--- src/cpu_pkg.sv ---
package cpu_pkg;

    // Word types
    typedef logic [8:0] instr_t;            // Full instruction word
    typedef logic [7:0] data_t;             // Register, memory and immediate width
    typedef logic [7:0] pc_t;               // Program counter and program address
    typedef logic [1:0] reg_idx_t;          // One of four registers

    // Opcode classes for bit 8 clear
    typedef enum logic [2:0] {
        ADD   = 3'd0,                       // r1 = r_a + r_b
        SUB   = 3'd1,                       // r1 = r_a - r_b
        AND   = 3'd2,                       // r1 = r_a & r_b
        XOR   = 3'd3,                       // r1 = r_a ^ r_b
        SHL   = 3'd4,                       // r1 = r_a << r_b[2:0]
        LOAD  = 3'd5,                       // r_b = dmem[r_a]
        STORE = 3'd6,                       // dmem[r_a] = r_b
        CTRL  = 3'd7                        // BZ or DONE, picked by bit 0
    } opcode_t;

    // Field view of a normal instruction
    // LDI reuses bits 7..0 as its immediate
    typedef struct packed {
        logic     is_ldi;                   // Bit 8
        opcode_t  opcode;                   // Bits 7..5
        reg_idx_t r_a;                      // Bits 4..3
        reg_idx_t r_b;                      // Bits 2..1
        logic     sel;                      // Bit 0, DONE when set under CTRL
    } instr_fields_t;

    // Fixed destination of ALU results and LDI
    localparam reg_idx_t RESULT_REG = 2'd1;

    // Run sequencing
    typedef enum logic [1:0] {
        IDLE   = 2'd0,                      // Waiting for start
        ARMED  = 2'd1,                      // Start seen, waiting for release
        RUN    = 2'd2,                      // One instruction per clock
        HALTED = 2'd3                       // Held until reset
    } run_state_t;

    // Decoded controls, one cycle's worth
    typedef struct packed {
        logic    reg_write;                 // Register file write
        logic    mem_read;                  // LOAD, selects memory data and r_b
        logic    mem_write;                 // STORE
        logic    use_imm;                   // LDI operand path
        logic    branch;                    // BZ
        logic    done;                      // DONE
        opcode_t alu_op;                    // ALU function
    } ctrl_t;

    // All-inactive controls
    localparam ctrl_t CTRL_NOP = '{
        reg_write: 1'b0,
        mem_read:  1'b0,
        mem_write: 1'b0,
        use_imm:   1'b0,
        branch:    1'b0,
        done:      1'b0,
        alu_op:    ADD
    };

endpackage

--- src/decode_unit.sv ---
`timescale 1ns/1ps

module decode_unit import cpu_pkg::*; (
    input  instr_t   instr,                     // Word from fetch
    input  logic     run,                       // Low forces NOP controls
    output ctrl_t    ctrl,                      // Decoded controls
    output reg_idx_t r_a,                       // First read register
    output reg_idx_t r_b,                       // Second read register
    output data_t    imm,                       // LDI immediate
    output pc_t      branch_offset              // BZ offset, sign-extended
);

    instr_fields_t fields;                      // Field view of instr
    logic          is_nop;                      // ADD r0,r0 never writes

    assign fields = instr;

    // Fields pass straight out
    assign r_a = fields.r_a;
    assign r_b = fields.r_b;
    assign imm = instr[7:0];                    // Whole low byte for LDI

    // Offset in bits 4..1, sign bit 4
    assign branch_offset = {{4{instr[4]}}, instr[4:1]};

    assign is_nop = (fields.opcode == ADD) && (fields.r_a == '0) && (fields.r_b == '0);

    always_comb begin
        ctrl = CTRL_NOP;                        // Default all inactive
        if (run) begin
            if (fields.is_ldi) begin
                ctrl.reg_write = 1'b1;          // LDI writes r1
                ctrl.use_imm   = 1'b1;          // 0 + imm
                ctrl.alu_op    = ADD;
            end else begin
                case (fields.opcode)
                    ADD, SUB, AND, XOR, SHL: begin
                        ctrl.reg_write = !is_nop;
                        ctrl.alu_op    = fields.opcode;
                    end
                    LOAD: begin
                        ctrl.reg_write = 1'b1;  // Into r_b
                        ctrl.mem_read  = 1'b1;
                    end
                    STORE: begin
                        ctrl.mem_write = 1'b1;
                    end
                    CTRL: begin
                        if (fields.sel) begin
                            ctrl.done   = 1'b1; // DONE
                        end else begin
                            ctrl.branch = 1'b1; // BZ
                            ctrl.alu_op = SUB;  // 0 - r1 for zero test
                        end
                    end
                    default: ctrl = CTRL_NOP;
                endcase
            end
        end
    end

endmodule

--- config.mk ---
export PLATFORM = sky130hd
export DESIGN_NAME = decode_unit
export DESIGN_NICKNAME = d
export VERILOG_FILES = /design/src/cpu_pkg.sv /design/src/decode_unit.sv
export SDC_FILE = /design/constraint.sdc
export NUM_CORES = 1
export LEC_CHECK = 0
export BUFFER_PORTS_ARGS = -buffer_cell sky130_fd_sc_hd__buf_2
export CORE_AREA = 4 4 41 43
export DETAILED_ROUTE_END_ITERATION = 10
export DIE_AREA = 0 0 45 47
export PLACE_DENSITY_LB_ADDON = 0.15
export SYNTH_ARGS = -nofsm -noshare
export SYNTH_HDL_FRONTEND = slang
export SYNTH_SLANG_ARGS = --single-unit
--- constraint.sdc ---
create_clock -name vclk -period 1.9
set_input_delay 0.38 -clock vclk [all_inputs]
set_output_delay 0.38 -clock vclk [all_outputs]
set_load 0.005 [all_outputs]
### Yosys cells after proc, flatten, opt, wreduce, memory -nomap -nowiden

Cells that the tools add are included.

* register bits after elaboration: 0
* bits in latches: 0
* memory bits (writable): 0
* ROM bits: 0
* output and inout bits: 29
* memories: 0

* add/sub/neg operators: 0
* multipliers: 0
* divide/modulo/power cells: 0
* magnitude comparators: 0
* eq/ne operators: 7
* shifts and indexed selects: 0
* muxes and demuxes: 14
* bitwise operators: 0
* reduce and logical (&&, ||, !) cells: 7

Operators by type and width (count)
* $eq A3 B3 Y1 const B: 4
* $mux W9: 1
* $mux W1: 7
* $eq A3 B2 Y1 const B: 2
* $mux W2: 3
* $pmux W3 S2: 1
* $reduce_or A5 Y1: 1
* $logic_not A2 Y1: 2
* $eq A3 B1 Y1 const B: 1
* $logic_not A3 Y1: 1
* $mux W3: 1
* $logic_and A1 B1 Y1: 2
* $pmux W1 S2: 1
* $logic_not A1 Y1: 1

### Logic depth before layout (Yosys ltp)

* depth in word-level cells: 7
* depth in mapped cells: 2

### Worst setup path after synthesis

No wires, ideal clock.

* path type: input -> output
* from: in instr[4]
* to: out ctrl[8] in the netlist's numbering
* arrival time: 1120 ps
* path slack: 400 ps
* stages: 2
* buffers on the path: 0
* cells stage by stage: or4_1 > o211a_1

RTL lines
* start: declaration: RTL line decode_unit.sv:4 `input instr_t instr,`
* end: declaration: RTL line decode_unit.sv:6 `output ctrl_t ctrl,`

==> results.md <==
- Status: finished clean
- Post-cts repair resize count: 0
- Drt initial violations: 0
- Cells after Synth: 37
- Avg WL per Cell: 9.915 microns
- Vias in the first global route: 237
- Reg area: 0 sq um
- Peak supply drop: 0.05307 mV
- Final Max Tran Viols: 0
- Final worst-path cycle share: 92.83%
- Layout fillers: ~160
- Core Rows: 13
- Final hold vios: 0
- Global-route wire length before repair: between 1 and 1.5 mm
- Critical Path RT: 1.52 ns
- Crit-path max FO: 8
- Die height: about 47 microns
- Unrepaired setup endpoints after global routing: false
- GRT Total Usage: 6.137%
- Clock buf count: 0
- FF+latch count: 0
- Gate power share: 100.0%
- Grt met2 use: 11.30%
- Slew HR: 86.37%
- Final GP Congestion: approximately 0.70
- CP endpoint: ctrl[8]
- Overall Power: ~0.060 mW
- GR met3 Demand/Resource: 0.3831%
- WS Path Type: in -> out
- Pwr Density: 184.5 mW/mm^2
- Input/output buffers: 39
- Initial Utilization: a little over 20%
- Largest net degree at the start of global routing: 9
- # setup viols final: 0
- Overall routed net length: slightly above 700 microns
- Switching power: 0.02905 mW
- I/O pin cnt: 39
- Syn_nets: 47
- Core box area: approximately 0.0013 sq mm
- Initial antenna violation count: 0
- DRT Pass-1 Iters: 1
- Critical path arrival: 1.38 ns
- Synth unique cells: 13
- Postcts setup bufs: 0
- Commonest non-fill, non-tap cell in the layout: buf_2
- CP Capture Type: output port
- Seq pwr share: 0%
- Worst min-delay path category: in -> out
- Total negative slack: 0 ns
- P_leak: ~0.20 nW
- Fraction of layout instances using a drive strength above 1: 71.43%
- Total of max-cap violations: 0
- Grt met1 use: approximately 8.3%
- Vias per std cell: 4.014
- Syn_area_per_cell: 7.135 sq um
- Hold Buf Count CTS: 0
- Die area: 0.002115 sq mm
- Busiest grt layer: met2
- Vias: between 200 and 300
- Sw frac: 48.04%
- Total gr overflow: 0
- Most frequent cells in the layout: buf_2, nor2_1, nand3b_1
- Startpoint type of the worst setup path: input pin
- Pint: 0.03142 mW
- Routed Antenna Nets: 0
- Area growth from synthesis to layout: 24.17%
- Clock power frac: 0%
- Post-DP HPWL: 608.9 microns
- Area of the multi-input gates: 113.9 sq um
- Drt drc: 0
- Seq/Total Area, Yosys: 0%
- Die X: 45 microns
- Synthesized cell area: 264.0 sq um
- Warnings from Yosys: 0
- Critical Path Source: instr[4]
- Worst Max-Slew Pin Slew: 0.2040 ns
- Crit path time final: ~1.8 ns
- FMAX: approximately 570 MHz
- Nets: 68
- Diodes inserted: 0
[power groups by stage]
stage                     clock network [mW]  registers (mW)  logic, mW
after CTS                                  0               0     0.0622
after detailed placement                   0               0     0.0620
after floorplan                            0               0     0.0450
after global routing                       0               0     0.0688
final                                      0               0     0.0605
after global placement                     0               0     0.0624
[cell families after synthesis]
kind of cell,Yosys count,share of synthesized area [%]
AND/OR/NAND/NOR,15,37.44
buffers and inverters,20,56.87
AO/OA/AOI/OAI,2,5.686
[layer usage]
| layer | wire (microns) | vias up | share of wire [%] |
|---|---|---|---|
| met5 | 0 | - | 0 |
| met4 | 0 | 0 | 0 |
| met3 | 119 | 0 | 17 |
| met2 | 330 | 22 | 47 |
| met1 | 254 | 116 | 36 |
| li1 | - | 147 | - |
[metrics by stage]
step,instances,utilization (%),setup WS (ns),hold WS (ns),area [sq um]
after floorplan,37,-,0.4002,0.7911,264.0
after global placement,71,25.19,0.1360,0.9579,327.8
after detailed placement,71,25.19,0.1125,0.9575,327.8
after CTS,71,25.19,0.1125,0.9578,327.8
after global routing,71,25.19,0.06719,0.9721,327.8
final,71,25.19,0.1362,0.9541,327.8
[Yosys cell counts, drive strengths merged]
cell	count	share of area (%)
buf	20	57
nand3b	3	8.5
nor2	3	4.3
or4	2	5.7
a21oi	1	1.9
and2	1	2.4
and4bb	1	4.7
nand2	1	1.4
nand2b	1	2.4
nand4b	1	3.3
nor3	1	1.9
nor3b	1	2.8
o211a	1	3.8
[worst min-delay path by stage]
stage / startpoint / to / slack, ns / cells after the start
6_report: instr[0] / imm[0] / 0.95 / 2
5_1_grt: instr[0] / imm[0] / 0.97 / 2
4_1_cts: instr[0] / imm[0] / 0.96 / 2
3_5_place_dp: instr[0] / imm[0] / 0.96 / 2
3_3_place_gp: instr[0] / imm[0] / 0.96 / 2
2_1_floorplan: instr[6] / ctrl[7] / 0.79 / 1
[final cells by class]
cell class	count	share of cell area [%]
Tap cell	15	5.725
Timing Repair Buffer	39	59.54
Multi-Input combinational cell	17	34.73
[critical path, stage by stage]
cell and delay, ns:
buf_2 0.13, or4_1 0.52, o211a_1 0.23, buf_2 0.12
Power figures use the tool's default switching activity.
