--- src/cpu_pkg.sv ---
package cpu_pkg;

    // Word types
    typedef logic [8:0] instr_t;            // Full instruction word
    typedef logic [7:0] data_t;             // Register, memory and immediate width
    typedef logic [7:0] pc_t;               // Program counter and program address
    typedef logic [1:0] reg_idx_t;          // One of four registers

    // Opcode classes for bit 8 clear
    typedef enum logic [2:0] {
        ADD   = 3'd0,                       // r1 = r_a + r_b
        SUB   = 3'd1,                       // r1 = r_a - r_b
        AND   = 3'd2,                       // r1 = r_a & r_b
        XOR   = 3'd3,                       // r1 = r_a ^ r_b
        SHL   = 3'd4,                       // r1 = r_a << r_b[2:0]
        LOAD  = 3'd5,                       // r_b = dmem[r_a]
        STORE = 3'd6,                       // dmem[r_a] = r_b
        CTRL  = 3'd7                        // BZ or DONE, picked by bit 0
    } opcode_t;

    // Field view of a normal instruction
    // LDI reuses bits 7..0 as its immediate
    typedef struct packed {
        logic     is_ldi;                   // Bit 8
        opcode_t  opcode;                   // Bits 7..5
        reg_idx_t r_a;                      // Bits 4..3
        reg_idx_t r_b;                      // Bits 2..1
        logic     sel;                      // Bit 0, DONE when set under CTRL
    } instr_fields_t;

    // Fixed destination of ALU results and LDI
    localparam reg_idx_t RESULT_REG = 2'd1;

    // Run sequencing
    typedef enum logic [1:0] {
        IDLE   = 2'd0,                      // Waiting for start
        ARMED  = 2'd1,                      // Start seen, waiting for release
        RUN    = 2'd2,                      // One instruction per clock
        HALTED = 2'd3                       // Held until reset
    } run_state_t;

    // Decoded controls, one cycle's worth
    typedef struct packed {
        logic    reg_write;                 // Register file write
        logic    mem_read;                  // LOAD, selects memory data and r_b
        logic    mem_write;                 // STORE
        logic    use_imm;                   // LDI operand path
        logic    branch;                    // BZ
        logic    done;                      // DONE
        opcode_t alu_op;                    // ALU function
    } ctrl_t;

    // All-inactive controls
    localparam ctrl_t CTRL_NOP = '{
        reg_write: 1'b0,
        mem_read:  1'b0,
        mem_write: 1'b0,
        use_imm:   1'b0,
        branch:    1'b0,
        done:      1'b0,
        alu_op:    ADD
    };

endpackage

--- src/register_file.sv ---
`timescale 1ns/1ps

module register_file import cpu_pkg::*; (
    input  logic     clk,
    input  logic     reset,                     // Async, clears all registers
    input  reg_idx_t r_a,                       // Read port A index
    input  reg_idx_t r_b,                       // Read port B index
    input  logic     write_en,                  // Write strobe
    input  reg_idx_t write_reg,                 // Destination
    input  data_t    write_value,               // Value written
    output data_t    data_a,                    // Port A data
    output data_t    data_b,                    // Port B data
    output data_t    data_r1                    // r1, always visible
);

    data_t regs [4];                            // r0..r3

    // Single write port
    always_ff @(posedge clk or posedge reset) begin
        if (reset) begin
            for (int i = 0; i < 4; i++) begin
                regs[i] <= '0;
            end
        end else if (write_en) begin
            regs[write_reg] <= write_value;
        end
    end

    // Asynchronous reads
    assign data_a = regs[r_a];
    assign data_b = regs[r_b];

    // Branch test and result port
    assign data_r1 = regs[RESULT_REG];

endmodule

--- config.mk ---
export PLATFORM = sky130hd
export DESIGN_NAME = register_file
export DESIGN_NICKNAME = d
export VERILOG_FILES = /design/src/cpu_pkg.sv /design/src/register_file.sv
export SDC_FILE = /design/constraint.sdc
export NUM_CORES = 1
export LEC_CHECK = 0
export ABC_AREA = 0
export ABC_CLOCK_PERIOD_IN_PS = 1750
export BUFFER_PORTS_ARGS = -buffer_cell sky130_fd_sc_hd__buf_2
export CAP_MARGIN = 20
export CORE_ASPECT_RATIO = 0.8
export CORE_MARGIN = 1.5
export CORE_UTILIZATION = 52
export DETAILED_ROUTE_END_ITERATION = 10
export PLACE_DENSITY = 0.78
export SLEW_MARGIN = 20
export SYNTH_ARGS = -nofsm -noshare
export SYNTH_HDL_FRONTEND = slang
export SYNTH_SLANG_ARGS = --single-unit
--- constraint.sdc ---
create_clock -name clk -period 1.75 [get_ports clk]
set_clock_uncertainty 0.2 [all_clocks]
set_input_delay 0.35 -clock clk [delete_from_list [all_inputs] [get_ports clk]]
set_output_delay 0.35 -clock clk [all_outputs]
set_load 0.01 [all_outputs]
# Word level (Yosys, flattened, before mapping)
# Index checks and enable logic that the tools add are counted.
dict set report op_classes {
  mux 9
  reduce_logical 1
  n_lt_le_gt_ge 4
  bitwise 3
}
# op n
set ops {}
lappend ops {{two-way mux 8 bit} 5}
lappend ops {{binary-select mux 8 bit (select 2 bit)} 2}
lappend ops {{bitwise mux 32 bit} 1}
lappend ops {{demux 8 bit (select 2 bit)} 1}
lappend ops {{greater-or-equal comparator 3 bit, second input constant} 3}
lappend ops {{NOT 2 -> 3 bit} 3}
lappend ops {{less-than comparator 3 x 1 -> 1 bit, second input constant} 1}
lappend ops {{logical AND 1 bit} 1}
dict set report totals {
  out_inout_bits 24
  register_bits 32
}

# Longest topological paths before layout
dict set report depth {
  depth_word 6
  depth_mapped 2
  mapped_depth_nobuf 2
}

# Worst setup path after synthesis
# OpenSTA, ideal clock, no wires.
dict set report synth_timing {
  kind {input to output}
  startpoint {input r_a[0]}
  endpoint {output data_a[0]}
  slack_ps 62
  required_time_ps 1200
  path_stages 2
  n_path_buf 1
  arrival_ps 1138
  path_cell_list {buf_2 > mux4_2}
}
dict set report synth_via {
  elab_chain_cells 4
}
# item line
set synth_rtl {}
lappend synth_rtl {{start, declared} register_file.sv:6} ;# input reg_idx_t r_a,
lappend synth_rtl {{NOT 2 -> 3 bit (implied by the code)} register_file.sv:30} ;# assign data_a = regs[r_a];
lappend synth_rtl {{binary-select mux 8 bit (select 2 bit)} register_file.sv:30}
lappend synth_rtl {{two-way mux 8 bit (implied by the code) (2 in series)} register_file.sv:30}
lappend synth_rtl {{end, declared} register_file.sv:11} ;# output data_t data_a,
# No other way between the ends. The select of a mux whose other input is x is not followed.

# Worst setup path in the final report
dict set report layout_timing {
  startpoint {register regs[6] (netlist name)}
  endpoint {output data_b[6]}
}
dict set report layout_via {
  elab_chain_cells 3
}
# item line
set layout_rtl {}
lappend layout_rtl {{start, declared} register_file.sv:16} ;# data_t regs [4];
lappend layout_rtl {{start signal, assigned by index} register_file.sv:25} ;# regs[write_reg] <= write_value;
lappend layout_rtl {{binary-select mux 8 bit (select 2 bit)} register_file.sv:31} ;# assign data_b = regs[r_b];
lappend layout_rtl {{two-way mux 8 bit (implied by the code) (2 in series)} register_file.sv:31}
lappend layout_rtl {{end, declared} register_file.sv:12} ;# output data_t data_b,
# No other way between the ends. The select of a mux whose other input is x is not followed.

==> impl_metrics.yaml <==
power_and_ir_drop:
  total_power_mw: 2.28
  p_sw_mw: 0.613
  seqPwrFrac_pct: 43.2
  power_leakage_nw: 0.918
  irDropWorstVdd_v: 0.000772
  power_density_nw_per_um2: 1100
  switching_share_pct: 26.9
  power_frac_comb_pct: 29.9
  p_int_mw: 1.67
  power_frac_clock_pct: 26.9
floorplan:
  dieHeight_um: 53.4
  initial_core_util_pct: 54.0
  die-area_um2: 3530
  die_w_um: 66.1
  ios: 41
  core_um2: 3060
  rows: 18
yosys:
  synthCells: 97
  synth_top_area_cell: "dfrtp_1"
  ys_ff_latch: 32
  syn_nets: 114
  yosys-top-cells-area: "dfrtp_1 48%, mux2_2 22%, mux4_2 22%, buf_4 3.6%, nand3b_2 1.4%"
  yosys_warnings: 0
  ys_types: 10
  syn_avg_cell_area_um2: 17.1
  synth_area_um2: 1650
  netlist.area_leader.share_pct: 48.4
  seq_area_frac_synth_pct: 48.4
worst_setup_path:
  crit_fanout: 3
  cp-start-kind: "register"
  worstSetupEndpointType: "output port"
  crit_type: "register to output port"
  cp.required_ps: 1200
  worstPathArrival_ps: 1310
sta:
  setup_viol: 16
  relSlewSlack_pct: 72.3
  rsz0062_at_grt: "yes"
  final.period_utilization_pct: 106
  fin_tns_setup_ps: -1460
  finalMaxSlewViolations: 0
  fin_ws_ps: -110
  tightestPinTransition_ps: 416
  max_clock_freq_mhz: 537
  hold-worst-slack_ps: 143
  period_needed_ps: 1860
  final_hold_viol_count: 0
drt:
  wirelength_um: 3350
  wire_per_inst_um: 18.7
  vias_per_cell: 5.68
  dr.pass1.iters: 4
  drc_errors: 0
  first_iter_violations: 34
  postRouteAntennaNets: 0
  vias: 1017
grt:
  grt_max_degree: 33
  grtUsageTotal_pct: 21.8
  antenna_found_initial: 0
  grt_pass1_wl_um: 5220
  overflow: 0
  grt_pass1_vias: 1021
layout:
  layout_common_cells: "32 x mux2_2, 32 x dfrtp_1, 28 x buf_2, 16 x mux4_2, 12 x buf_6"
  finalInstanceArea_um2: 2080
  instances_no_fill: 179
  drive_gt1_share_pct: 75.5
  diodes: 0
  syn_to_final_growth_pct: 25.6
  num-nets-final: 156
clock_tree:
  cts_buffer_depth: 2
  htree_levels: 2
  cts-buffers-inserted: 5
  cts_tree: "built"
  clockRootBuffer: "clkbuf_8"
  clk_pin_slew_ps: 60
  clk_latency_ps: 280
  clock_sinks: 32
hold_path:
  hp-class: "input port to register"
run_status:
  failed_checks: "negative setup slack"
  status: "complete, but fails checks"
placed_design:
  portBuffers: 40
  gp_congestion: 0.754
  dp_cells: 169
  hpwl_um: 2220
  postPlaceCellArea_um2: 1880
job:
  maxCapViolCount: 0
==> cell type report <==
type / count / area [µm²]
clock buffer: 7 / 96.3
timing repair buffer: 47 / 355
multi-input combinational: 52 / 772
sequential: 32 / 801
tap: 40 / 50.0
inverter: 1 / 3.75
fill: 221 / 985
==> logic make-up after synthesis <==
| family | after synthesis | share of synthesized area (%) |
|---|---|---|
| flip-flops | 32 | 48.4 |
| buffers and inverters | 13 | 4.92 |
| multiplexers | 48 | 43.6 |
| AND/OR/NAND/NOR | 4 | 3.10 |
==> metal layers <==
| layer | vias to the layer above | global-route usage [%] | routed length (µm) |
|---|---|---|---|
| met5 | - | 0 | 0 |
| met2 | 39 | 36.9 | 1740 |
| met4 | 0 | 10.2 | 50 |
| met3 | 5 | 4.47 | 133 |
| li1 | 451 | - | - |
| met1 | 522 | 27.3 | 1430 |
==> synth_stat cells <==
| library cell | count |
|---|---|
| mux4_2 | 16 |
| buf_4 | 8 |
| buf_1 | 2 |
| inv_1 | 1 |
| mux2_2 | 32 |
| nor3b_4 | 1 |
| dfrtp_1 | 32 |
| nand3_2 | 1 |
| nand3b_2 | 2 |
| buf_2 | 2 |
==> metrics by stage <==
step / setup WS [ps] / util [%]
after floorplan: 61.6 / -
after global placement: -45.8 / 61.4
after detailed placement: -58.3 / 61.4
after CTS: -114 / 66.0
after global routing: -143 / 67.9
final: -110 / 67.9
==> worst max-delay path, stage by stage, from the launching register on <==
cell	delay, ps
dfrtp_1	390
mux4_2	500
buf_6	140
==> repair_timing <==
action                                  4_1_cts  5_1_grt
endpoints found under the hold margin        32        0
resized for setup                             3        9
hold buffers                                  1        0
buffers inserted                              2        0
endpoints found under the setup margin       16       16
==> power groups by stage <==
stage	logic, mW	clock network (mW)	registers, mW
6_report	0.683	0.613	0.985
5_1_grt	0.731	0.650	1.01
4_1_cts	0.623	0.626	0.983
3_5_place_dp	0.581	0	0.999
3_3_place_gp	0.569	0	0.979
2_1_floorplan	0.439	0	0.963
==> final timing paths <==
path	cells past startpoint	end	start	slack [ps]
max in group asynchronous	4	regs[14]$_DFFE_PP0P_	reset	530
worst min-delay path	2	regs[5]$_DFFE_PP0P_	write_value[5]	140
worst max register to register	2	data_r1[7]$_DFFE_PP0P_	data_r1[7]$_DFFE_PP0P_	650
worst min register to register	1	regs[15]$_DFFE_PP0P_	regs[15]$_DFFE_PP0P_	330
min in group asynchronous	4	regs[26]$_DFFE_PP0P_	reset	520
worst max-delay path	2	data_b[6]	regs[6]$_DFFE_PP0P_	-110
==> state kept, by name, summed over array words and instances, names as in the netlist <==
| name | flops |
|---|---|
| data_r1 | 8 |
| regs | 24 |
No activity file was read; power rests on OpenSTA's default activity.
