===== config.mk =====
export PLATFORM = sky130hd
export DESIGN_NAME = run_control
export DESIGN_NICKNAME = d
export VERILOG_FILES = /design/src/cpu_pkg.sv /design/src/run_control.sv
export SDC_FILE = /design/constraint.sdc
export NUM_CORES = 1
export LEC_CHECK = 0
export BUFFER_PORTS_ARGS = -buffer_cell sky130_fd_sc_hd__buf_2
export CAP_MARGIN = 20
export CORE_AREA = 2 2 39 41
export DETAILED_ROUTE_END_ITERATION = 8
export DIE_AREA = 0 0 41 43
export HOLD_SLACK_MARGIN = 0.1
export SLEW_MARGIN = 30
export SYNTH_ARGS = -nofsm -noshare
export SYNTH_HDL_FRONTEND = slang
export SYNTH_SLANG_ARGS = --single-unit

===== constraint.sdc =====
create_clock -name clk -period 1.68 [get_ports clk]
set_input_delay 0.252 -clock clk [delete_from_list [all_inputs] [get_ports clk]]
set_output_delay 0.252 -clock clk [all_outputs]
set_load 0.05 [all_outputs]

===== src/cpu_pkg.sv =====
package cpu_pkg;

    // Word types
    typedef logic [8:0] instr_t;            // Full instruction word
    typedef logic [7:0] data_t;             // Register, memory and immediate width
    typedef logic [7:0] pc_t;               // Program counter and program address
    typedef logic [1:0] reg_idx_t;          // One of four registers

    // Opcode classes for bit 8 clear
    typedef enum logic [2:0] {
        ADD   = 3'd0,                       // r1 = r_a + r_b
        SUB   = 3'd1,                       // r1 = r_a - r_b
        AND   = 3'd2,                       // r1 = r_a & r_b
        XOR   = 3'd3,                       // r1 = r_a ^ r_b
        SHL   = 3'd4,                       // r1 = r_a << r_b[2:0]
        LOAD  = 3'd5,                       // r_b = dmem[r_a]
        STORE = 3'd6,                       // dmem[r_a] = r_b
        CTRL  = 3'd7                        // BZ or DONE, picked by bit 0
    } opcode_t;

    // Field view of a normal instruction
    // LDI reuses bits 7..0 as its immediate
    typedef struct packed {
        logic     is_ldi;                   // Bit 8
        opcode_t  opcode;                   // Bits 7..5
        reg_idx_t r_a;                      // Bits 4..3
        reg_idx_t r_b;                      // Bits 2..1
        logic     sel;                      // Bit 0, DONE when set under CTRL
    } instr_fields_t;

    // Fixed destination of ALU results and LDI
    localparam reg_idx_t RESULT_REG = 2'd1;

    // Run sequencing
    typedef enum logic [1:0] {
        IDLE   = 2'd0,                      // Waiting for start
        ARMED  = 2'd1,                      // Start seen, waiting for release
        RUN    = 2'd2,                      // One instruction per clock
        HALTED = 2'd3                       // Held until reset
    } run_state_t;

    // Decoded controls, one cycle's worth
    typedef struct packed {
        logic    reg_write;                 // Register file write
        logic    mem_read;                  // LOAD, selects memory data and r_b
        logic    mem_write;                 // STORE
        logic    use_imm;                   // LDI operand path
        logic    branch;                    // BZ
        logic    done;                      // DONE
        opcode_t alu_op;                    // ALU function
    } ctrl_t;

    // All-inactive controls
    localparam ctrl_t CTRL_NOP = '{
        reg_write: 1'b0,
        mem_read:  1'b0,
        mem_write: 1'b0,
        use_imm:   1'b0,
        branch:    1'b0,
        done:      1'b0,
        alu_op:    ADD
    };

endpackage


===== src/run_control.sv =====
`timescale 1ns/1ps

module run_control import cpu_pkg::*; #(
    parameter int unsigned MAX_CYCLES = 200     // RUN cycles before timeout
) (
    input  logic clk,
    input  logic reset,                         // Async, back to IDLE
    input  logic start,                         // Level from testbench
    input  logic done,                          // DONE decoded this cycle
    output logic run,                           // High in RUN only
    output logic ack,                           // Held once halted
    output logic timeout                        // Halt came from the limit
);

    localparam int CNT_W = (MAX_CYCLES > 1) ? $clog2(MAX_CYCLES) : 1;

    run_state_t       state;                    // Sequencing FSM
    logic [CNT_W-1:0] cycle_count;              // Completed RUN cycles
    logic             limit_hit;                // Last allowed cycle

    assign limit_hit = (cycle_count == CNT_W'(MAX_CYCLES - 1));
    assign run       = (state == RUN);

    always_ff @(posedge clk or posedge reset) begin
        if (reset) begin
            state       <= IDLE;
            cycle_count <= '0;
            ack         <= 1'b0;
            timeout     <= 1'b0;
        end else begin
            case (state)
                IDLE: if (start) state <= ARMED;    // Start raised
                ARMED: if (!start) state <= RUN;    // First edge with start low
                RUN: begin
                    cycle_count <= cycle_count + 1'b1;
                    if (done) begin
                        ack   <= 1'b1;              // DONE wins over limit
                        state <= HALTED;
                    end else if (limit_hit) begin
                        ack     <= 1'b1;
                        timeout <= 1'b1;
                        state   <= HALTED;
                    end
                end
                default: state <= HALTED;           // Hold until reset
            endcase
        end
    end

endmodule

After elaboration in Yosys (flattened, before gate mapping)
Cells that the tools add are included.
{ "word_totals": {"elab_cells": 24, "reg_bits": 12, "mem_bits_rw": 0, "mem_count": 0, "rom_bits": 0, "latchBits": 0} }
{ "op_classes": {"n_mux": 7, "n_bitwise": 1, "mul": 0, "add_sub_neg": 1, "n_div": 0, "order_cmp": 0, "n_shift": 0, "reduce_logical": 5, "n_eq_ne": 6} }
{ "op_table": {"columns": ["cell", "n"], "rows": [
  ["adder 8 x 1 -> 8 bit, second input constant", 1],
  ["== test 8 bit, second input constant", 1],
  ["2-to-1 mux 2 bit", 4],
  ["case mux 2 bit (3 select lines)", 1],
  ["AND reduction 3 bit", 2],
  ["!= test 2 bit, second input constant", 2],
  ["!= test 3 x 2 -> 1 bit, second input constant", 1],
  ["== test 2 x 1 -> 1 bit, second input constant", 1],
  ["== test 2 bit, second input constant", 1],
  ["logical NOT 2 bit", 1],
  ["2-to-1 mux 1 bit", 2],
  ["AND reduction 2 bit", 1],
  ["nonzero test 2 bit", 1],
  ["inverter 1 bit", 1]
]} }

Depth between registers and ports, before layout
{ "depth": {"depth_word": 4, "ltp_mapped": 5} }

Least setup slack after synthesis
OpenSTA, ideal clock, no wires.
{ "synth_timing": {"path_kind": "register to register", "startpoint": "register state[0]", "endpoint": "register cycle_count[4]", "synth_period_minus_slack_ps": 1435, "path_buffers": 1, "setup_time_ps": 123, "t_required_ps": 1557, "path_stages_with_launch": 6, "arrival_time_ps": 1312, "path_slack_ps": 245, "path_cell_list": "dfrtp_1 > nand2b_1 > buf_6 > inv_1 > nand4_1 > xnor2_1"} }
{ "synth_between": {"elab_chain_cells": 1} }
{ "synth_lines": {"columns": ["element", "line", "text"], "rows": [
  ["start: declaration", "run_control.sv:17", "run_state_t state;"],
  ["start signal: assignment", "run_control.sv:26", "state <= IDLE;"],
  ["start signal: assignment", "run_control.sv:32", "IDLE: if (start) state <= ARMED;"],
  ["start signal: assignment", "run_control.sv:33", "ARMED: if (!start) state <= RUN;"],
  ["== test 2 bit", null, null],
  ["via run", "run_control.sv:10", "output logic run,"],
  ["end signal: assignment", "run_control.sv:35", "cycle_count <= cycle_count + 1'b1;"],
  ["end: declaration", "run_control.sv:18", "logic [CNT_W-1:0] cycle_count;"]
]} }
The timed path passes the listed nets, and every way through them passes these cells.
A chain may end at the register's enable or synchronous reset.

Worst setup path in the final report
{ "layout_timing": {"startpoint": "register state[0]", "endpoint": "output port run"} }
{ "layout_between": {"elab_chain_cells": 1} }
{ "layout_lines": {"columns": ["element", "line", "text"], "rows": [
  ["== test 2 bit", "run_control.sv:22", "assign run = (state == RUN);"],
  ["end: declaration", "run_control.sv:10", null]
]} }
No other way between the ends.

==> reports/metrics.yaml <==
worst_setup_path:
  cp_cell_sequence: "nand2b_1 -> inv_1 -> buf_2"
  worstPathArrival_ns: 1.22
  critical_path_class: "reg -> out"
  r2r_slack_ns: 0.37
  worstRegToRegCells: 4
  critPathBufInv: 2
  path_delay_family: "buffers and inverters"
  cp_slowest_stage_delay_ns: 0.38
  cp-start-kind: "flip-flop"
  crit_path_end_kind: "output pin"
  worst-path-max-fanout: 5
  reg2reg_from: "cycle_count[0]"
  crit_required_ns: 1.43
  slowest_stage: "dfrtp_1"
  r2r-end: "state[0]"
pwr:
  combPwrFrac_pct: 13.4
  ir_drop_v: 0.000678
  p_leak_uw: 0.000347
  power.density_mw_per_mm2: 1030
  p_int_uw: 490
  p_switching_uw: 186
  p_seq_share_pct: 52.9
  switching_share_pct: 27.5
  p_clk_share_pct: 33.7
cts:
  cts_tree: "yes"
  cts_buffer_depth: 2
  root_buffer: "clkbuf_4"
  clk_latency_ns: 0.27
  cts_sinks: 12
  h-tree-depth: 1
  clk_pin_slew_ns: 0.08
  numCtsBuffers: 3
  cts_resized: 0
place:
  dp_hpwl_um: 710
  dpl_cell_area_um2: 608
  portBuffers: 6
  routabilityCongestion: 0.799
floorplanning:
  initial_core_util_pct: 40.6
  die_w_um: 41
  dieArea_mm2: 0.00176
  die_y_um: 43
  core-area_mm2: 0.00138
  ioPinCount: 7
  num_rows: 14
min_path:
  hp-class: "in -> reg"
  worstHoldStart: "start"
  holdPathStages: 3
  holdPathEnd: "state[0]"
timing:
  rsz0062_at_grt: "no"
  hold_violations: 0
  min_period_ns: 1.47
  maxSlewHeadroom_pct: 69.6
  tns_ns: 0
  max_freq_ghz: 0.678
  drv_slew: 0
  worst_pin_slew_ns: 0.455
  finalSetupViolCount: 0
  skew_ns: 0.00226
  fin_crit_sh_pct: 87.7
global_route:
  grt_pass1_wl_um: 1720
  grt_pass1_vias: 392
  grt_max_degree: 13
  grt_usage_pct: 14.4
  antenna_found_initial: 0
  overflow: 0
synth:
  async_reset_ff_share_pct: 100
  synth_top_cell_by_area: "dfrtp_1"
  yosysWarnings: 0
  syn_nets: 54
  synthTopCellsByArea: "dfrtp_1 (53%), nor4_4 (7.6%), nand2_1 (5.3%)"
  ys_ff_latch: 12
  synthDistinctLibCells: 21
  yosysMostFrequentCell: "dfrtp_1"
  synth.yosys.seq_area_share_pct: 53.5
  synth-edff-count: 0
  synth-main-ff-cell: "dfrtp_1"
  synthTopCellsByCount: "dfrtp_1 (12), nand2_1 (8), inv_1 (4)"
  syn_area_per_cell_um2: 11.5
  synth_top_area_share_pct: 53.5
  synth_cells: 49
  synth_area_um2: 562
run_status:
  status: "finished clean"
layout:
  syn2layout_area_growth_pct: 16.5
  design_area_um2: 654
  drive_gt1_share_pct: 25.0
  antennaDiodeCount: 0
  final_nets: 66
drt:
  wire_per_inst_um: 12.3
  ant_nets: 0
  vias: 381
  initialDrtViolationCount: 10
  vias_per_cell: 5.01
  drc: 0
  wl_um: 935
  first_pass_iters: 3
run:
  max_cap_viol_count: 0
==> layout by cell type, fill, tap and decap left out <==
cell and instances:
and4b_1 1, a21oi_1 1, dfrtp_1 12, buf_4 1, or3_1 1, buf_2 6
clkbuf_4 3, a31oi_1 1, o21bai_1 1, nand2b_1 1, nand4_1 1, o21ai_0 1
xor2_1 3, nand3_2 1, nor2_1 3, nand2_1 8, a41o_2 1, inv_1 4
xnor2_1 3, nor4_4 2, nor3_1 1, a21o_1 1, ha_1 1, dlygate4sd3_1 1
clkbuf_8 1
==> power by group through the flow <==
stage	registers, µW	clock network (µW)	logic (µW)
floorplan	369	0	59.8
global placement	362	0	92.4
detailed placement	364	0	91.3
CTS	358	233	93.1
global route	364	243	107
finish	357	228	90.7
==> worst max path at each step <==
| stage | startpoint | endpoint | slack, ns | cells after the start |
|---|---|---|---|---|
| after floorplan | state[0] | cycle_count[4] | 0.24 | 5 |
| after global placement | cycle_count[0] | state[0] | 0.40 | 4 |
| after detailed placement | cycle_count[0] | state[0] | 0.37 | 4 |
| after CTS | state[0] | run | 0.20 | 3 |
| after global routing | state[0] | run | 0.16 | 3 |
| final | state[0] | run | 0.21 | 3 |
==> cell type report <==
cell class	count	area [µm²]
fillers	127	729
well taps	16	20.0
inverters	4	15.0
repair buffers	8	47.5
clock buffers	4	36.3
flip-flops and latches	12	300
multi-input cells	32	235
==> registers in the layout (all words and copies together) (netlist names) <==
name and flops:
ack 1, cycle_count 8, state 2, timeout 1
==> stage by stage <==
stage / hold WS, ns / utilization [%] / power (µW) / cells / setup WS [ns]
5_1_grt: 0.271 / 47.3 / 714 / 76 / 0.158
3_3_place_gp: 0.279 / 43.9 / 454 / 71 / 0.403
3_5_place_dp: 0.283 / 43.9 / 456 / 71 / 0.367
4_1_cts: 0.254 / 47.3 / 684 / 76 / 0.199
6_report: 0.249 / 47.3 / 676 / 76 / 0.206
2_1_floorplan: 0.117 / - / 429 / 49 / 0.245
==> routing by layer <==
| metal | global-route usage, % | vias to the layer above | part of all wire, % |
|---|---|---|---|
| met5 | 0 | - | 0 |
| met4 | 6.00 | 0 | 0.64 |
| met3 | 4.71 | 2 | 4.5 |
| met2 | 18.8 | 7 | 46 |
| met1 | 21.6 | 183 | 49 |
| li1 | - | 189 | - |
==> what timing repair did <==
action / CTS / global route
hold buffers: 1 / 0
setup buffers: 0 / 0
endpoints found under the hold margin: 12 / 0
==> logic make-up (layout without fill, tap and decap cells) <==
| logic type | count (synthesis) | count (layout) | share of synthesized area, % |
|---|---|---|---|
| buffers and inverters | 5 | 16 | 4.68 |
| AND/OR/NAND/NOR | 19 | 19 | 22.7 |
| flip-flops | 12 | 12 | 53.5 |
| XOR/XNOR | 6 | 6 | 9.36 |
| AO/OA/AOI/OAI | 6 | 6 | 7.57 |
| adder cells (fa/ha/maj) | 1 | 1 | 2.23 |
==> tightest hold or removal path, delay by kind of cell <==
kind | cells | cell delay [ns]
compound gates | 1 | 0.10
simple gates | 1 | 0.04
buf+inv | 1 | 0.09
No activity file was read; power rests on OpenSTA's default activity.
