--- config.mk ---
export PLATFORM = sky130hd
export DESIGN_NAME = execute_unit
export DESIGN_NICKNAME = d
export VERILOG_FILES = /design/src/cpu_pkg.sv /design/src/execute_unit.sv
export SDC_FILE = /design/constraint.sdc
export NUM_CORES = 1
export LEC_CHECK = 0
export ABC_AREA = 1
export BUFFER_PORTS_ARGS = -buffer_cell sky130_fd_sc_hd__buf_2
export CAP_MARGIN = 20
export CELL_PAD_IN_SITES_DETAIL_PLACEMENT = 0
export CELL_PAD_IN_SITES_GLOBAL_PLACEMENT = 2
export CORE_MARGIN = 5
export CORE_UTILIZATION = 29
export DETAILED_ROUTE_END_ITERATION = 10
export PLACE_DENSITY = 0.95
export SETUP_SLACK_MARGIN = 0.1
export SYNTH_ARGS = -nofsm -noshare
export SYNTH_HDL_FRONTEND = slang
export SYNTH_SLANG_ARGS = --single-unit
--- constraint.sdc ---
create_clock -name vclk -period 8.1
set_input_delay 1.62 -clock vclk [all_inputs]
set_output_delay 1.62 -clock vclk [all_outputs]
set_load 0.02 [all_outputs]
--- src/cpu_pkg.sv ---
package cpu_pkg;

    // Word types
    typedef logic [8:0] instr_t;            // Full instruction word
    typedef logic [7:0] data_t;             // Register, memory and immediate width
    typedef logic [7:0] pc_t;               // Program counter and program address
    typedef logic [1:0] reg_idx_t;          // One of four registers

    // Opcode classes for bit 8 clear
    typedef enum logic [2:0] {
        ADD   = 3'd0,                       // r1 = r_a + r_b
        SUB   = 3'd1,                       // r1 = r_a - r_b
        AND   = 3'd2,                       // r1 = r_a & r_b
        XOR   = 3'd3,                       // r1 = r_a ^ r_b
        SHL   = 3'd4,                       // r1 = r_a << r_b[2:0]
        LOAD  = 3'd5,                       // r_b = dmem[r_a]
        STORE = 3'd6,                       // dmem[r_a] = r_b
        CTRL  = 3'd7                        // BZ or DONE, picked by bit 0
    } opcode_t;

    // Field view of a normal instruction
    // LDI reuses bits 7..0 as its immediate
    typedef struct packed {
        logic     is_ldi;                   // Bit 8
        opcode_t  opcode;                   // Bits 7..5
        reg_idx_t r_a;                      // Bits 4..3
        reg_idx_t r_b;                      // Bits 2..1
        logic     sel;                      // Bit 0, DONE when set under CTRL
    } instr_fields_t;

    // Fixed destination of ALU results and LDI
    localparam reg_idx_t RESULT_REG = 2'd1;

    // Run sequencing
    typedef enum logic [1:0] {
        IDLE   = 2'd0,                      // Waiting for start
        ARMED  = 2'd1,                      // Start seen, waiting for release
        RUN    = 2'd2,                      // One instruction per clock
        HALTED = 2'd3                       // Held until reset
    } run_state_t;

    // Decoded controls, one cycle's worth
    typedef struct packed {
        logic    reg_write;                 // Register file write
        logic    mem_read;                  // LOAD, selects memory data and r_b
        logic    mem_write;                 // STORE
        logic    use_imm;                   // LDI operand path
        logic    branch;                    // BZ
        logic    done;                      // DONE
        opcode_t alu_op;                    // ALU function
    } ctrl_t;

    // All-inactive controls
    localparam ctrl_t CTRL_NOP = '{
        reg_write: 1'b0,
        mem_read:  1'b0,
        mem_write: 1'b0,
        use_imm:   1'b0,
        branch:    1'b0,
        done:      1'b0,
        alu_op:    ADD
    };

endpackage

--- src/execute_unit.sv ---
`timescale 1ns/1ps

module execute_unit import cpu_pkg::*; (
    input  ctrl_t ctrl,                         // Decoded controls
    input  data_t data_a,                       // Register r_a
    input  data_t data_b,                       // Register r_b
    input  data_t data_r1,                      // Register r1
    input  data_t imm,                          // LDI immediate
    output data_t alu_out,                      // ALU result
    output logic  zero,                         // Result equals zero
    output logic  branch_taken                  // BZ condition met
);

    data_t op_a;                                // First ALU operand
    data_t op_b;                                // Second ALU operand

    // Operand selection
    always_comb begin
        if (ctrl.use_imm) begin
            op_a = '0;                          // LDI as 0 + imm
            op_b = imm;
        end else if (ctrl.branch) begin
            op_a = '0;                          // 0 - r1
            op_b = data_r1;
        end else begin
            op_a = data_a;
            op_b = data_b;
        end
    end

    // ALU
    always_comb begin
        case (ctrl.alu_op)
            ADD:     alu_out = op_a + op_b;
            SUB:     alu_out = op_a - op_b;
            AND:     alu_out = op_a & op_b;
            XOR:     alu_out = op_a ^ op_b;
            SHL:     alu_out = op_a << op_b[2:0];   // Shift 0..7
            default: alu_out = op_a + op_b;         // Result unused
        endcase
    end

    // Zero flag
    // For BZ this is r1 == 0
    assign zero = (alu_out == '0);

    assign branch_taken = ctrl.branch & zero;

endmodule

# == Word-level counts from Yosys, hierarchy flattened ==
# Cells that the tools add are included.
# classes
add_sub_neg,2
n_eq_ne,4
n_shift,1
mux,5
bitwise_logic,3
n_reduce_logical,1
# ops
op,count
$mux W8,4
$pmux W8 S4,1
$add A8 B8 Y8,1
$and A8 B8 Y8,1
$logic_not A8 Y1,1
$shl A8 B3 Y8,1
$sub A8 B8 Y8,1
$xor A8 B8 Y8,1
$eq A3 B2 Y1 const B,2
$eq A3 B1 Y1 const B,1
$eq A3 B3 Y1 const B,1
$and A1 B1 Y1,1
# word_totals
register_bits,0
inputBits,41
output_inout_bits,10

# == Depth between registers and ports, before layout ==
# Gate-level depths: netlist of the first run.
# depth
depth_word,6
ltp_mapped,23
depth_no_buf,20

# == Least setup slack after synthesis of the first run ==
# Ideal clock, no wire load.
# synth_timing
kind,in2out
start,input ctrl[4] (netlist name)
end,output zero
t_arrival_ns,4.360
path_slack_ns,2.120
stages,22
path_buffers,3
path_cell_list,buf_6 inv_4 buf_6 nand2_4 nand2_4 a21boi_4 buf_6 ha_1 inv_1 nor2_1 a21oi_1 xor2_1 ha_1 nand2_1 or2_2 nand3_1 nand2_1 nand3_1 nand3_2 nor2_2 nand3_2 nor2_1
# synth_between
elab_chain_len,5
# synth_lines
element,line_no,text
start: declaration,execute_unit.sv:4,"input ctrl_t ctrl,"
$mux W8,execute_unit.sv:22,end else if (ctrl.branch) begin
$mux W8,execute_unit.sv:19,if (ctrl.use_imm) begin
$add A8 B8 Y8 (tied with other cells),"execute_unit.sv:34, execute_unit.sv:39",
$pmux W8 S4 *,execute_unit.sv:33,case (ctrl.alu_op)
net alu_out[5],execute_unit.sv:9,"output data_t alu_out,"
$logic_not A8 Y1 *,execute_unit.sv:45,assign zero = (alu_out == '0);
end: declaration,execute_unit.sv:10,"output logic zero,"
# The timed path passes the listed nets; every way through them passes the cells marked *.

# == Worst setup path after layout of the first run ==
# layout_timing
start,input ctrl[4] (netlist name)
end,output branch_taken
# layout_between
elab_chain_len,6
# layout_lines
element,line_no,text
$mux W8,execute_unit.sv:22,
$mux W8,execute_unit.sv:19,
$add A8 B8 Y8 (tied with other cells),"execute_unit.sv:34, execute_unit.sv:39",
$pmux W8 S4,execute_unit.sv:33,
$logic_not A8 Y1,execute_unit.sv:45,
$and A1 B1 Y1 *,execute_unit.sv:47,assign branch_taken = ctrl.branch & zero;
end: declaration,execute_unit.sv:11,output logic branch_taken
# Mark *: on every way between the ends. The rest lies on a longest branch, timed or not.

==> flow_summary.ini, run 1 <==
[place]
gp_congestion = 0.843
place_hpwl_um = 3870
port_buffers = 47
dp.cells = 382

[floorplanning]
num_io_pins = 51
die_area_um2 = 6950
coreArea_um2 = 5170
row_count = 26
initial_utilization_pct = 30.2
die_h_um = 83.4
die_w_um = 83.4

[cells_and_area]
fin_cells = 382
drive_gt1_share_pct = 26.9
syn_to_final_growth_pct = 16.5
num-nets-final = 373
utilization_pct = 35.1
seq_cells = 0
seq_area_um2 = 0
antenna-diode-count = 0
nClkBuffers = 0

[worst_setup_path]
crit_fanout = 11
crit_arrival_ps = 4710
slowest_delay_ps = 360
cpLargestDelayFamily = simple AND/OR/NAND/NOR gates
path_cells = buf_2, inv_4, nand2_4, nand2_4, a21boi_4, ha_1, inv_1, nor2_1, a21oi_1, xor2_1, ha_1, nand2_1, or2_2, nand3_1, nand2_1, nand3_1, nand3_2, nor2_2, nand3_2, nor3_2, buf_2
slowest_stage = a21boi_4
critical_path_class = in2out
required_ps = 6480
crit_path_end_kind = output port
cp_num_buf_inv = 4
cp-start-kind = primary input

[power_and_ir_drop]
p_leak_uw = 0.00110
ir_worst_vdd_v = 0.0000294
powerDensity_nw_per_um2 = 81.7

[logic_synthesis]
avgSynthCellArea_um2 = 5.78
synth.most_common_cell = nand2_1
synth_warnings = 0
yosysTopAreaCell = nand2_1
syn_area_um2 = 1560
ys_types = 31
synth_common_cells = nand2_1 (79), inv_1 (39), nand3_1 (31)
netlist.area_leader.share_pct = 19.0
synth-seq-area-share_pct = 0
syn_inst = 270
syn-num-nets = 329
synth_area_leaders = nand2_1 (19%), ha_1 (14%), nand3_1 (9.9%)

[hold_path]
min_path_type = in2out
min_path_cells = 4
whs_endpoint = branch_taken
min_from = ctrl[4]

[timing]
period_needed_ps = 6330
maxSlewViolCount = 0
hold_viol = 0
rsz0062_at_grt = false
max_slew_margin_pct = 68.7
fin_crit_sh_pct = 78.2
setup_tns_ps = 0
worst_slew_pin_slew_ps = 466
max_freq_mhz = 158
setup_violations = 0

[grt]
overflow = 0
grt_max_degree = 18
grt_pass1_wl_um = 7740
grt_pass1_vias = 1721
track_usage_pct = 12.7
antenna_found_initial = 0

[run]
cap_violations = 0

[clock_tree]
cts_hold_buf = 0
post_cts_buffers = 0
cts_resized = 0

[drt]
viasPerCell = 4.62
remaining_drc_errors = 0
via_count = 1764
drt_wl_total_um = 4400
avgRoutedWirePerCell_um = 11.5
first_pass_iters = 4
drt_iter0_drc = 74
ant_nets = 0

[run_status]
status = finished, final reports clean
area by class of cell:
class	instances	area, um^2
Multi-Input combinational cell	224	1340
Timing Repair Buffer	47	235
Tap cell	70	87.6
Inverter	41	156
Fill cell	602	3350
worst max-delay path by stage:
stage | slack [ps] | start | cells past startpoint | endpoint
5_1_grt | 1470 | ctrl[4] | 21 | branch_taken
3_5_place_dp | 1750 | ctrl[4] | 21 | branch_taken
2_1_floorplan | 2120 | ctrl[4] | 22 | zero
4_1_cts | 1740 | ctrl[4] | 21 | branch_taken
6_report | 1770 | ctrl[4] | 21 | branch_taken
3_3_place_gp | 1740 | ctrl[4] | 21 | branch_taken
layer usage:
metal	global-route usage, %	vias up	wire [um]
met4	0.297	0	0
met5	0	-	0
met2	23.8	21	2190
met3	0.297	0	92
met1	17.1	778	2120
li1	-	965	-
cells in the final DEF, fill, tap and decap left out:
master,n
or2_4,1
a21oi_1,16
nand3_2,12
fa_1,1
inv_2,1
o21ai_2,1
nor2_1,12
nand4_1,2
o21ai_1,1
xor2_1,7
nand2_1,79
inv_4,1
or3_1,1
a22oi_1,4
or2_2,4
nor3_1,3
or2_1,3
o31ai_1,2
nor3_2,1
buf_2,47
ha_1,17
nand2_4,5
o21a_1,1
nand2_2,7
nor2_2,3
inv_1,39
a21boi_4,1
o211ai_1,1
nand3_1,31
o21ai_0,8
power by group:
group / internal (uW) / switching, uW
clock: 0 / 0
sequential: 0 / 0
combinational: 54.0 / 94.6
worst min-delay path, cell delays in order:
cell and delay (ps):
buf_2 170, inv_4 150, nor3_2 60, buf_2 150
cells by family (layout without fill, tap and decap cells):
| family | Yosys count | count (layout) | share of synthesized area (%) |
|---|---|---|---|
| simple gates | 164 | 164 | 53.3 |
| buf+inv | 46 | 88 | 14.2 |
| compound gates | 35 | 35 | 13.6 |
| fa+ha+maj | 18 | 18 | 14.9 |
| xor+xnor | 7 | 7 | 3.93 |
stage by stage:
step / cell area (um^2) / power [uW] / worst slack [ps] / hold slack [ps]
5_1_grt: 1820 / 170 / 1470 / 3810
2_1_floorplan: 1560 / 114 / 2120 / 3530
3_5_place_dp: 1820 / 149 / 1750 / 3780
3_3_place_gp: 1820 / 150 / 1740 / 3770
4_1_cts: 1820 / 150 / 1740 / 3780
6_report: 1820 / 149 / 1770 / 3770
(Power assumes the default switching activity.)
==> inputs of run 2 (changes only) <==
--- a/config.mk
+++ b/config.mk
@@ -5,15 +5,15 @@
 export SDC_FILE = /design/constraint.sdc
 export NUM_CORES = 1
 export LEC_CHECK = 0
-export ABC_AREA = 1
+export ABC_AREA = 0
 export BUFFER_PORTS_ARGS = -buffer_cell sky130_fd_sc_hd__buf_2
 export CAP_MARGIN = 20
 export CELL_PAD_IN_SITES_DETAIL_PLACEMENT = 0
 export CELL_PAD_IN_SITES_GLOBAL_PLACEMENT = 2
 export CORE_MARGIN = 5
-export CORE_UTILIZATION = 29
+export CORE_UTILIZATION = 26
 export DETAILED_ROUTE_END_ITERATION = 10
-export PLACE_DENSITY = 0.95
+export PLACE_DENSITY = 0.91
 export SETUP_SLACK_MARGIN = 0.1
 export SYNTH_ARGS = -nofsm -noshare
 export SYNTH_HDL_FRONTEND = slang
==> constraint.sdc (replaced) <==
create_clock -name vclk -period 5.46
set_input_delay 1.092 -clock vclk [all_inputs]
set_output_delay 1.092 -clock vclk [all_outputs]
set_load 0.02 [all_outputs]
==> flow_summary.ini, run 2 <==
[worst_setup_path]
setup.worst_path.start = ctrl[4]
cp-start-kind = primary input
required_ps = 4370
path_cells = buf_6, mux2_4, mux2i_4, buf_6, ha_4, nand2_4, o21ai_4, fa_2, nand2b_4, a211oi_2, a211oi_2, o32a_1, nor4_2, nand3b_1, buf_6, nor4_4, buf_4
slowest_stage = fa_2
slowest_delay_ps = 400
crit_path_end_kind = output port
crit_arrival_ps = 4170
critical_path_class = in2out
crit_top_cell = buf_6
crit_fanout = 5

[logic_synthesis]
synth-simple-area-share_pct = 26.9
ys_types = 56
syn_inst = 188
synth_common_cells = mux2i_1 (18), ha_1 (17), nand2_1 (16)
syn_area_um2 = 1400
synth_compound_gate_area_share_pct = 23.8
yosys.area_share.adder_pct = 16.7
synth-seq-area-share_pct = 0
syn-num-nets = 247
avgSynthCellArea_um2 = 7.42
synth_warnings = 0
synth_top_family_by_area = simple AND/OR/NAND/NOR gates
synth.most_common_cell = mux2i_1
yosysTopAreaCell = ha_1
synth-xor-area-share_pct = 7.26
synthMuxAreaShare_pct = 18.8
synth_area_leaders = ha_1 (15%), mux2i_1 (13%), nand2_1 (4.3%)
netlist.area_leader.share_pct = 15.2

[cells_and_area]
nClkBuffers = 0
final_cell_mix = buf_2 (44), buf_4 (34), mux2i_1 (18)
num-nets-final = 324
final_common_cell = buf_2
syn_to_final_growth_pct = 50.3
fin_cells = 333
antenna-diode-count = 0
seq_cells = 0
drive_gt1_share_pct = 44.5
seq_area_um2 = 0

[timing]
hold_viol = 0
max_slew_margin_pct = 54.4
fin_crit_sh_pct = 96.3
max_freq_mhz = 190
setup_tns_ps = 0
maxSlewViolCount = 0
setup_violations = 0
worst_slew_pin_slew_ps = 681
period_needed_ps = 5260
rsz0062_at_grt = true

[run]
cap_violations = 0

[power_and_ir_drop]
finalPower_uw = 279
powerDensity_nw_per_um2 = 133
ir_worst_vdd_v = 0.000112
p_leak_uw = 0.000990

[run_status]
status = finished, final reports clean

[hold_path]
min_from = ctrl[4]
min_path_type = in2out
min_path_cells = 5
whs_endpoint = branch_taken

[grt]
track_usage_pct = 12.8
grt_max_degree = 11
grt_pass1_wl_um = 7720
overflow = 0
grt_pass1_vias = 1607
antenna_found_initial = 0

[floorplanning]
initial_utilization_pct = 27.0
die_w_um = 83.3
die_h_um = 83.3
die_area_um2 = 6930
coreArea_um2 = 5170
num_io_pins = 51
row_count = 26

[drt]
drt_iter0_drc = 55
viasPerCell = 4.99
first_pass_iters = 4
avgRoutedWirePerCell_um = 14.4
ant_nets = 0
via_count = 1661
remaining_drc_errors = 0
drt_wl_total_um = 4800

[place]
port_buffers = 47
place_hpwl_um = 4040
gp_congestion = 0.891
dp.cells = 325
==> run 2: cell types whose count changed in the layout (fill, tap and decap cells not counted), moves of 8 or more <==
cell,before,now
a21oi_1,16,8
buf_4,0,34
inv_1,39,9
mux2i_1,0,18
nand2_1,79,15
nand3_1,31,1
nand3_2,12,0
==> run 2: cells by family after synthesis <==
family,Yosys count
AND/OR/NAND/NOR,69
AO/OA/AOI/OAI,50
multiplexers,23
adder cells (fa/ha/maj),18
buffers and inverters,18
XOR/XNOR,10
==> run 2: critical path, delay by kind of cell <==
family	cells	cell delay (ps)
and+or+nand+nor	5	740
adders and majority gates	2	590
buffers and inverters	4	560
AOI/OAI and AO/OA	4	710
muxes	2	490
==> run 2: repair_timing <==
item                       CTS  global route
resized for setup            7            28
hold buffers                 0             0
buffers inserted             0             8
pin swaps                    3            21
hold endpoints to repair     0             0
setup endpoints to repair    3             2
==> run 2: cell type report <==
type	instances	area, um^2
Timing Repair Buffer	82	520
Tap cell	70	87.6
Fill cell	552	3080
Inverter	11	43.8
Multi-Input combinational cell	170	1450
==> run 2: power by group <==
part | internal [uW] | switching, uW
registers | 0 | 0
logic | 130 | 150
clock network | 0 | 0
total | 130 | 150
==> run 2: worst max path at each step <==
stage	endpoint	slack [ps]	depth (start not counted)
finish	branch_taken	200	17
global route	branch_taken	60	18
CTS	branch_taken	120	19
detailed placement	branch_taken	-40	16
global placement	branch_taken	7	16
floorplan	zero	120	14
==> run 2: routing by layer <==
layer | vias up | track usage (%) | share of wire (%)
li1 | 851 | - | -
met1 | 760 | 18.9 | 50
met2 | 48 | 20.4 | 44
met3 | 2 | 1.49 | 5.7
met4 | 0 | 1.04 | 0.44
met5 | - | 0 | 0
==> run 2: through the flow <==
step	area [um^2]	utilization (%)	worst slack, ps	hold WS [ps]
5_1_grt	2100	40.5	60.6	2760
6_report	2100	40.5	200	2740
3_5_place_dp	1890	36.6	-38.7	2750
4_1_cts	1920	37.2	118	2760
2_1_floorplan	1410	-	123	2440
3_3_place_gp	1890	36.6	6.66	2750
